$ cat src/memSysPkg.sv
/*
 * Shared definitions for the cached memory system.
 * Address, data and cache geometry widths, vector typedefs,
 * and helpers that split a byte address into its fields.
 */
`default_nettype none

package memSysPkg;

    localparam int AddrWidth     = 16;
    localparam int DataWidth     = 16;
    localparam int TagWidth      = 5;
    localparam int IndexWidth    = 8;   // 256 lines
    localparam int OffsetWidth   = 2;   // Four words per line
    localparam int NumBanks      = 4;
    localparam int NumLines      = 2 ** IndexWidth;
    localparam int WordsPerLine  = 2 ** OffsetWidth;

    // Bit 0 selects the byte and must be zero
    localparam int OffsetLsb     = 1;
    localparam int IndexLsb      = OffsetLsb + OffsetWidth;
    localparam int TagLsb        = IndexLsb + IndexWidth;
    localparam int BankAddrWidth = AddrWidth - IndexLsb;
    localparam int BankWords     = 2 ** BankAddrWidth;  // 8192

    typedef logic [AddrWidth-1:0]     addrT;
    typedef logic [DataWidth-1:0]     dataT;
    typedef logic [TagWidth-1:0]      tagT;
    typedef logic [IndexWidth-1:0]    indexT;
    typedef logic [OffsetWidth-1:0]   offsetT;
    typedef logic [OffsetWidth-1:0]   bankT;     // Word offset doubles as bank
    typedef logic [BankAddrWidth-1:0] bankAddrT;
    typedef logic [NumBanks-1:0]      bankMaskT;

    function automatic tagT addrTag(addrT a);
        return a[TagLsb +: TagWidth];
    endfunction

    function automatic indexT addrIndex(addrT a);
        return a[IndexLsb +: IndexWidth];
    endfunction

    function automatic offsetT addrOffset(addrT a);
        return a[OffsetLsb +: OffsetWidth];
    endfunction

    function automatic bankT addrBank(addrT a);
        return a[OffsetLsb +: OffsetWidth];
    endfunction

    function automatic bankAddrT addrBankWord(addrT a);
        return a[AddrWidth-1:IndexLsb];
    endfunction

endpackage

`default_nettype wire

$ cat src/cacheIf.sv
/*
 * Bus between the cache controller and the cache store.
 * Lookup fields, word and fill write strobes, and the
 * combinational hit and read data coming back.
 */
`default_nettype none

interface cacheIf;

    memSysPkg::indexT  index;
    memSysPkg::tagT    tag;
    memSysPkg::offsetT offset;
    logic              wordWr;   // Write one word, only on hit
    logic              fillWr;   // Fill word, set tag and valid
    memSysPkg::dataT   wrData;
    logic              hit;
    memSysPkg::dataT   rdData;

    modport ctrl (
        output index, tag, offset, wordWr, fillWr, wrData,
        input  hit, rdData
    );

    modport store (
        input  index, tag, offset, wordWr, fillWr, wrData,
        output hit, rdData
    );

endinterface

`default_nettype wire

$ cat src/memBusIf.sv
/*
 * Bus between the cache controller and the banked main memory.
 * Single-cycle read and write strobes, per-bank busy bits
 * and the delayed read return.
 */
`default_nettype none

interface memBusIf;

    logic               rd;       // Read strobe
    logic               wr;       // Write strobe
    memSysPkg::addrT    addr;
    memSysPkg::dataT    wrData;
    memSysPkg::bankMaskT busy;    // One bit per bank
    memSysPkg::dataT    rdData;
    logic               rdValid;  // Pulses with returned word

    modport ctrl (
        output rd, wr, addr, wrData,
        input  busy, rdData, rdValid
    );

    modport mem (
        input  rd, wr, addr, wrData,
        output busy, rdData, rdValid
    );

endinterface

`default_nettype wire

$ cat src/cacheController.sv
/*
 * Cache controller FSM.
 * Checks tags, fills missing lines from the four banks,
 * writes through to memory and refuses odd addresses.
 */
`default_nettype none

module cacheController (
    input  logic              clk,
    input  logic              rstN,
    input  memSysPkg::addrT   addr,
    input  memSysPkg::dataT   dataIn,
    input  logic              rd,
    input  logic              wr,
    output memSysPkg::dataT   dataOut,
    output logic              done,
    output logic              stall,
    output logic              cacheHit,
    output logic              err,
    memBusIf.ctrl             memBus,
    cacheIf.ctrl              cache
);

    typedef enum logic [2:0] {
        Idle,
        CompareTag,
        IssueFill,
        AwaitFill,
        WriteMem,
        Reply
    } ctrlStateT;

    ctrlStateT         state;
    ctrlStateT         nextState;
    memSysPkg::offsetT issueCnt;   // Next bank to strobe during a fill
    memSysPkg::offsetT retCnt;     // Offset of the next returned word
    memSysPkg::bankT   reqBank;
    logic              missFlag;   // Current read started with a miss
    logic              replyLast;
    logic              reqSeen;
    logic              filling;
    logic              issueGo;
    logic              writeGo;

    assign reqBank = memSysPkg::addrBank(addr);
    assign reqSeen = (rd || wr) && !replyLast;  // Caller still holds request right after done

    // Returns can arrive while later banks are still being strobed
    assign filling = (state == IssueFill) || (state == AwaitFill);
    assign issueGo = (state == IssueFill) && !memBus.busy[issueCnt];
    assign writeGo = (state == WriteMem) && !memBus.busy[reqBank];

    always_comb begin
        nextState = state;
        case (state)
            Idle: begin
                if (reqSeen) begin
                    if (addr[0])
                        nextState = Reply;
                    else if (rd)
                        nextState = CompareTag;
                    else
                        nextState = WriteMem;
                end
            end
            CompareTag: nextState = cache.hit ? Reply : IssueFill;
            IssueFill: begin
                if (issueGo && (issueCnt == memSysPkg::offsetT'(memSysPkg::NumBanks - 1)))
                    nextState = AwaitFill;
            end
            AwaitFill: begin
                if (memBus.rdValid && (retCnt == memSysPkg::offsetT'(memSysPkg::NumBanks - 1)))
                    nextState = CompareTag;  // Line now present, lookup hits
            end
            WriteMem: if (writeGo) nextState = Reply;
            Reply:    nextState = Idle;
            default:  nextState = Idle;
        endcase
    end

    always_ff @(posedge clk) begin
        if (!rstN) begin
            state     <= Idle;
            issueCnt  <= '0;
            retCnt    <= '0;
            missFlag  <= 1'b0;
            replyLast <= 1'b0;
            cacheHit  <= 1'b0;
            err       <= 1'b0;
        end else begin
            state     <= nextState;
            replyLast <= (state == Reply);
            if (issueGo)
                issueCnt <= issueCnt + 1'b1;  // Wraps to zero after bank 3
            if (filling && memBus.rdValid)
                retCnt <= retCnt + 1'b1;
            case (state)
                Idle: begin
                    if (reqSeen) begin
                        missFlag <= 1'b0;
                        cacheHit <= 1'b0;
                        err      <= addr[0];
                    end
                end
                CompareTag: begin
                    if (cache.hit)
                        cacheHit <= !missFlag;
                    else
                        missFlag <= 1'b1;
                end
                Reply: begin
                    cacheHit <= 1'b0;
                    err      <= 1'b0;
                end
                default: ;
            endcase
        end
    end

    // Read data held until the next hit
    always_ff @(posedge clk) begin
        if ((state == CompareTag) && cache.hit)
            dataOut <= cache.rdData;
    end

    assign done  = (state == Reply);
    assign stall = (state != Idle) && (state != Reply);

    // Memory side
    assign memBus.rd     = issueGo;
    assign memBus.wr     = writeGo;
    assign memBus.addr   = (state == IssueFill)
                         ? {memSysPkg::addrBankWord(addr), issueCnt, 1'b0}
                         : addr;
    assign memBus.wrData = dataIn;

    // Cache side
    assign cache.index  = memSysPkg::addrIndex(addr);
    assign cache.tag    = memSysPkg::addrTag(addr);
    assign cache.offset = filling ? retCnt : memSysPkg::addrOffset(addr);
    assign cache.fillWr = filling && memBus.rdValid;
    assign cache.wordWr = writeGo;     // Store drops it on a miss
    assign cache.wrData = filling ? memBus.rdData : dataIn;

endmodule

`default_nettype wire

$ cat src/flat_wrapper.sv
// flat-port wrapper written by rule: the top's interface ports become plain ports
module cacheController_flat 
  (clk, rstN, addr, dataIn, rd, wr, dataOut, done, stall, cacheHit, err, memBus_rd, memBus_wr, memBus_addr, memBus_wrData, memBus_busy, memBus_rdData, memBus_rdValid, cache_index, cache_tag, cache_offset, cache_wordWr, cache_fillWr, cache_wrData, cache_hit, cache_rdData);
  memBusIf memBus_i ();
  cacheIf cache_i ();
  input  logic clk;
  input  logic rstN;
  input  memSysPkg::addrT addr;
  input  memSysPkg::dataT dataIn;
  input  logic rd;
  input  logic wr;
  output memSysPkg::dataT dataOut;
  output logic done;
  output logic stall;
  output logic cacheHit;
  output logic err;
  output wire logic [$bits(memBus_i.rd)-1:0] memBus_rd;
  output wire logic [$bits(memBus_i.wr)-1:0] memBus_wr;
  output wire logic [$bits(memBus_i.addr)-1:0] memBus_addr;
  output wire logic [$bits(memBus_i.wrData)-1:0] memBus_wrData;
  input wire logic [$bits(memBus_i.busy)-1:0] memBus_busy;
  input wire logic [$bits(memBus_i.rdData)-1:0] memBus_rdData;
  input wire logic [$bits(memBus_i.rdValid)-1:0] memBus_rdValid;
  output wire logic [$bits(cache_i.index)-1:0] cache_index;
  output wire logic [$bits(cache_i.tag)-1:0] cache_tag;
  output wire logic [$bits(cache_i.offset)-1:0] cache_offset;
  output wire logic [$bits(cache_i.wordWr)-1:0] cache_wordWr;
  output wire logic [$bits(cache_i.fillWr)-1:0] cache_fillWr;
  output wire logic [$bits(cache_i.wrData)-1:0] cache_wrData;
  input wire logic [$bits(cache_i.hit)-1:0] cache_hit;
  input wire logic [$bits(cache_i.rdData)-1:0] cache_rdData;
  assign memBus_rd = memBus_i.rd;
  assign memBus_wr = memBus_i.wr;
  assign memBus_addr = memBus_i.addr;
  assign memBus_wrData = memBus_i.wrData;
  assign memBus_i.busy = memBus_busy;
  assign memBus_i.rdData = memBus_rdData;
  assign memBus_i.rdValid = memBus_rdValid;
  assign cache_index = cache_i.index;
  assign cache_tag = cache_i.tag;
  assign cache_offset = cache_i.offset;
  assign cache_wordWr = cache_i.wordWr;
  assign cache_fillWr = cache_i.fillWr;
  assign cache_wrData = cache_i.wrData;
  assign cache_i.hit = cache_hit;
  assign cache_i.rdData = cache_rdData;
  cacheController u_core (.clk(clk), .rstN(rstN), .addr(addr), .dataIn(dataIn), .rd(rd), .wr(wr), .dataOut(dataOut), .done(done), .stall(stall), .cacheHit(cacheHit), .err(err), .memBus(memBus_i), .cache(cache_i));
endmodule
$ cat config.mk
export PLATFORM = sky130hd
export DESIGN_NAME = cacheController_flat
export DESIGN_NICKNAME = d
export VERILOG_FILES = /design/src/memSysPkg.sv /design/src/cacheIf.sv /design/src/memBusIf.sv /design/src/cacheController.sv /design/src/flat_wrapper.sv
export SDC_FILE = /design/constraint.sdc
export NUM_CORES = 1
export LEC_CHECK = 0
export BUFFER_PORTS_ARGS = -buffer_cell sky130_fd_sc_hd__buf_2
export CELL_PAD_IN_SITES_DETAIL_PLACEMENT = 1
export CELL_PAD_IN_SITES_GLOBAL_PLACEMENT = 1
export CORE_MARGIN = 2
export CORE_UTILIZATION = 23
export DETAILED_ROUTE_END_ITERATION = 6
export GPL_ROUTABILITY_DRIVEN = 0
export GPL_TIMING_DRIVEN = 0
export PLACE_DENSITY = 0.77
export SLEW_MARGIN = 20
export SYNTH_ARGS = -nofsm -noshare
export SYNTH_HDL_FRONTEND = slang
export SYNTH_SLANG_ARGS = --single-unit
$ cat constraint.sdc
create_clock -name clk -period 1.6 [get_ports clk]
set_input_delay 0.32 -clock clk [delete_from_list [all_inputs] [get_ports clk]]
set_output_delay 0.32 -clock clk [all_outputs]
set_load 0.1 [all_outputs]
; Yosys cells after proc, flatten, opt, wreduce, memory -nomap -nowiden
; Index checks and enable logic that the tools add are counted.
[word_totals]
regBits = 27
latchBits = 0
ram_bits = 0
rom_bits = 0
inputBits = 74
out_inout_bits = 87
elab_cells = 71
n_memories = 0
[op_classes]
n_addsub = 2
mul = 0
n_div = 0
magnitude_cmp = 2
n_eq_ne = 14
shifts = 0
mux = 22
bitwise = 0
n_reduce_logical = 23
[op_table]
columns = cell, count
row1 = 3-bit 2-to-1 mux, 8
row2 = 16-bit 2-to-1 mux, 1
row3 = 3-bit case mux with 5 select lines, 1
row4 = "2-bit inequality test, second input constant", 5
row5 = 1-bit logical AND, 8
row6 = "3-bit by 2-bit == test with 1-bit output, second input constant", 2
row7 = "3-bit == test, second input constant", 2
row8 = "2-bit by 3-bit less-than comparator with 1-bit output, second input constant", 2
row9 = 1-bit 2-to-1 mux, 6
row10 = 3-bit AND reduction, 2
row11 = 3-bit nonzero test, 2
row12 = "2-bit by 1-bit adder with 2-bit output, second input constant", 2
row13 = 1-bit binary-select mux with 2-bit select, 2
row14 = "2-bit == test, second input constant", 2
row15 = 1-bit logical NOT, 4
row16 = 1-bit case mux with 2 select lines, 2
row17 = 4-bit AND reduction, 1
row18 = 2-bit nonzero test, 2
row19 = "3-bit by 1-bit == test with 1-bit output, second input constant", 1
row20 = 3-bit logical NOT, 1
row21 = "3-bit inequality test, second input constant", 1
row22 = 1-bit case mux with 3 select lines, 1
row23 = 1-bit logical OR, 2
row24 = 2-bit 2-to-1 mux, 1
row25 = 2 further kinds, 2

; Longest topological paths before layout
[logic_depth]
ltp_word = 7
ltp_mapped = 5

; Worst setup path before layout
; No wires, ideal clock.
[synth_path]
kind = register to output
start = reg u_core.state[2]
end = out memBus_addr[0]
arrival_ns = 2.124
required_time_ns = 1.280
slack_ns = -0.844
path_stages_with_launch = 5
path_cell_list = dfxtp_1 -> or2b_2 -> buf_6 -> nor2_1 -> nor2b_1
[synth_between]
elab_chain_len = 2
[synth_lines]
columns = item, line
row1 = from (decl), cacheController.sv:33  ; ctrlStateT state;
row2 = from (signal assigned), cacheController.sv:83  ; state <= Idle;
row3 = from (signal assigned), cacheController.sv:91  ; state <= nextState;
row4 = 3-bit by 2-bit == test with 1-bit output, cacheController.sv:132  ; assign memBus.addr = (state == IssueFill)
row5 = 3-bit 2-to-1 mux, cacheController.sv:133  ; ? {memSysPkg::addrBankWord(addr), issueCnt, 1'b0}
row6 = to (decl), flat_wrapper.sv:19  ; output wire logic [$bits(memBus_i.addr)-1:0] memBus_addr;
; Every way passes these cells.

; Final worst setup path
[layout_path]
start = reg u_core.state[1]
end = out cache_wrData[14]
[layout_between]
elab_chain_len = 3
word_cells_on_any_way = 4
cone_classes = eq/ne: 2 / mux: 1 / reduce/logical: 1
[layout_lines]
columns = item, line
row1 = 3-bit by 2-bit == test with 1-bit output, cacheController.sv:49  ; assign filling = (state == IssueFill) || (state == AwaitFill);
row2 = 1-bit logical OR (*), cacheController.sv:49
row3 = 16-bit 2-to-1 mux (*), cacheController.sv:143  ; assign cache.wrData = filling ? memBus.rdData : dataIn;
row4 = to (decl), flat_wrapper.sv:29  ; output wire logic [$bits(cache_i.wrData)-1:0] cache_wrData;
; Every way passes the cells marked *; elsewhere a longest branch is shown, timed or not.

==> results.md <==
STA:
- The final critical path time including I/O delays and setup is 2019 ps.
- The number of setup violations in the final report is 27.
- The worst pin sits at a relative slew slack of 68.09%.
- The final-layout worst hold slack is 198.2 ps.
- For the pin with the worst max-slew slack, the measured transition is 466.6 ps.
- The share of the cycle needed by the critical path after routing is 126.2%.
- Timing would allow up to 495.3 MHz.
- The final-report hold violation count is 0.
- The number of slew-limit violations in the final report is 0.
- Setup slack on the critical path of the routed design comes to -419.1 ps.
- The clock arrives with 6.267 ps of skew.
- Setup repair after global routing could not meet its margin everywhere.

Drt:
- The aggregate routed wire length is 6421 um.
- In the routed design, unresolved DRC markers number 0.
- Dividing the detail-routed wire length by the instance count gives 14.73 um.
- After the first detailed-routing iteration, the DRC count stood at 52.
- In this run the remaining antenna-violating nets after routing total 0.
- The detailed-route via count is 1864.
- The detailed-route vias per instance is 4.275.
- Before antenna repair, the detailed router went through 4 iterations.

Clocking:
- TritonCTS created 3 clock buffers.
- Buffers inserted to repair hold after CTS numbered 0.
- CTS saw 27 sinks.
- The maximum clock path buffer count is 2.
- The CTS root buffer is clkbuf_8.
- The clock reaches the later pin of the worst-skew pair after 290 ps.
- CTS built an H-tree with a depth of 1.
- TritonCTS built the clock tree.
- The clock slew seen by the registers of the worst setup and hold paths is 100 ps.

Global routing:
- The global-route total usage across every layer is 14.35%.
- The number of global-route vias before repair is 1925.
- Entering global routing, the biggest net connects 18 pins.
- The layer flagged by global routing as most heavily used is met2.
- The number of antenna violations at the first check in global routing was 0.
- The remaining global-route overflow is 0.
- The first-pass GRT wire length is 9646 um.
- The global routing met2 resource utilization is 27.99%.
- Global routing consumed, on the met1 layer, 15.69% of the routing resources.
- The met3 track demand over resource in global routing is 3.088%.

Floorplan:
- The area of the placeable core is 7253 um2.
- From bottom edge to top edge, the die measures 90.68 um.
- The die is 90.68 um wide.
- For this configuration, the core starts out at a cell density of 23.82%.
- The die covers 8222 um2.
- The floorplan has 31 rows.
- The number of placed I/O pins is 161.

Setup path:
- For this design, the slowest cell found on the critical path is dfxtp_2.
- The endpoint arrival time on the critical path is 1700 ps.
- The setup path with the least slack is of type flop to output port.
- The critical path contains buffers and inverters numbering 3 combined.
- On the worst path, the slowest cell contributes a delay of 340 ps.
- In this run the worst path has a maximum fanout of 10.
- The category of the worst setup path launch point is a flop.
- At the worst endpoint, the required time is 1280 ps.
- The most prevalent standard cell on the critical path is buf_12.
- On the critical path the largest part of the delay comes from buffers and inverters.
- The signal on the critical path passes through or2b_4, buf_4, buf_12, mux2_4, buf_12.
- The critical path endpoint category is an output port.

Yosys:
- Counting flops with a built-in enable in the synthesized netlist gives 16.
- After Yosys synthesis, XOR and XNOR cells account for 1.014% of the synthesized area.
- For this run, the number of Yosys warnings is 0.
- Synthesis instantiated 33 different standard cells from the library.
- The share of synthesized area spent on multiplexers is 17.96%.
- After synthesis, the mean cell area works out to 10.80 um2.
- Counting flops with an async set or reset pin after synthesis yields a share of 0%.
- The arithmetic-cell share of the synthesized area counting full adders, half adders and majority gates is 1.448%.
- Synthesis inferred 27 register bits.
- The dominant synthesized flop cell is edfxtp_1.
- Summing the areas of all compound-gate instances in the mapped netlist gives 5.503% of the synthesized area.
- The largest family of logic cells by synthesized area is buffers and inverters.
- Synthesis produced a netlist whose cell count is 160.
- The number of nets handed over by synthesis was 236.
- Of the synthesized area, sequential elements account for 40.55%.
- After Yosys synthesis, and, or, nand and nor cells account for 12.53% of the synthesized area.
- The cell area that synthesis handed to floorplanning was 1728 um2.

Status:
- The flow ran to the end, but the final reports show violations.
- The checks that failed: negative setup slack.

Placed design:
- The placed cell count is 406.
- After legalization and detailed placement, the total HPWL measured 4541 um.
- At the placement stage, the worst setup path has a slack of -524.4 ps.
- Buffers placed on the I/O ports in this run total 147.

Pwr:
- Of the total power, registers draw 18.1%.
- The switching share of power is 53.14%.
- The leakage power summed over all cells is 1.749 nW.
- For this design the total switching power over the nets is 2.714 mW.
- Total power for the finished layout comes to 5.108 mW.
- The maximum resistive drop on vdd is 0.6227 mV.
- Per report_power, the combinational group accounts for 73.6% of the total.
- The internal portion of the total power is 2.394 mW.
- The proportion of power drawn by the clock network is 8.3%.
- The total power per unit cell area is 1471 nW/um2.

Finish:
- The most common library cell in the layout ignoring fill and taps is buf_2.
- In the final design database the tool counted 414 nets.
- In the layout the commonest cells are buf_2, buf_4, buf_12.
- 0 antenna diodes ended up in the layout.
- The area growth from synthesis to layout is 101.0%.
- After the flow finishes, the layout carries non-filler instances totaling 436.
- Of the cells placed in the final design, the portion with a size suffix greater than 1 is 78.64%.
- After filler insertion, the fill cell instance count of the layout stands at 818.

Min path:
- The class of the worst hold path is input port to flop.

Run:
- Max-cap violations in this run came to 0.
[layer usage]
metal,share of wire [%],wire [um]
met4,1.2,75
met3,7.7,492
met2,55,3540
met5,0,0
met1,36,2312
[power by group through the flow]
stage	Clock, mW	Sequential, mW	Combinational [mW]
2_1_floorplan	0	1.38	1.97
3_5_place_dp	0	0.952	2.80
6_report	0.425	0.925	3.76
4_1_cts	0.435	0.944	3.48
3_3_place_gp	0	0.945	2.78
5_1_grt	0.463	0.940	3.90
[sequential cells by signal, summed over array words and instances (netlist names)]
name              count
u_core.cacheHit       1
u_core.dataOut       16
u_core.err            1
u_core.issueCnt       2
u_core.missFlag       1
u_core.replyLast      1
u_core.retCnt         2
u_core.state          3
[worst reg2reg max path: stages, from the launching register on]
cell and delay, ps:
dfxtp_4 350, buf_6 110, buf_4 150, or4b_1 580, mux2i_1 180, nor3_1 60
[final cells by class]
cell class                 count  area [um2]  area share (%)
timing repair buffer         173        1380           39.73
multi-input combinational     82       789.5           22.73
sequential                    27       713.2           20.53
buffer                        48       401.6           11.56
tap                           99       123.9           3.566
clock buffer                   3       41.29           1.189
inverter                       3       15.01          0.4323
clock inverter                 1       8.758          0.2522
[final timing paths]
| path | start | cells past startpoint | end | slack (ps) |
|---|---|---|---|---|
| setup / recovery | u_core.state[1] | 5 | cache_wrData[14] | -420 |
| hold / removal | cache_rdData[14] | 1 | u_core.dataOut[14] | 200 |
| setup reg to reg | u_core.state[2] | 5 | u_core.err | 60 |
| hold reg to reg | u_core.cacheHit | 2 | u_core.cacheHit | 480 |
[Yosys cell counts (2+ instances only)]
cell type,n,share of area [%]
o21ai_0,6,1.7
mux2i_1,4,2.3
ha_1,2,1.4
nor3_1,5,1.4
mux2_2,22,14
clkbuf_1,2,0.43
nand2b_1,3,1.1
or3_1,2,0.72
buf_2,2,0.58
dfxtp_1,11,13
nor2_1,10,2.2
a2111oi_0,2,1.0
nor2b_1,5,1.8
edfxtp_1,16,28
inv_1,3,0.65
buf_4,43,19
nor3b_1,2,0.87
a21oi_1,4,1.2
and3_1,2,0.72
[per-stage QoR]
| step | instance area, um2 | TNS, ps | utilization (%) |
|---|---|---|---|
| 4_1_cts | 3352 | -9237 | 46.21 |
| 2_1_floorplan | 1837 | -1744 | - |
| 6_report | 3473 | -9297 | 47.89 |
| 5_1_grt | 3473 | -10470 | 47.89 |
| 3_5_place_dp | 2696 | -8650 | 37.17 |
| 3_3_place_gp | 2696 | -7358 | 37.17 |
[what timing repair did]
action	4_1_cts	5_1_grt
setup buffers	15	11
setup endpoints to repair	43	44
hold endpoints to repair	0	0
gates cloned	1	0
pin swaps	3	4
gates resized for setup	127	13
[cell families after synthesis]
logic type | Yosys count
AOI/OAI and AO/OA | 15
xor gates and xnor gates | 2
adders and majority gates | 2
buffers and inverters | 51
DFF | 27
muxes | 27
and+or+nand+nor | 36
(Power assumes the default switching activity.)
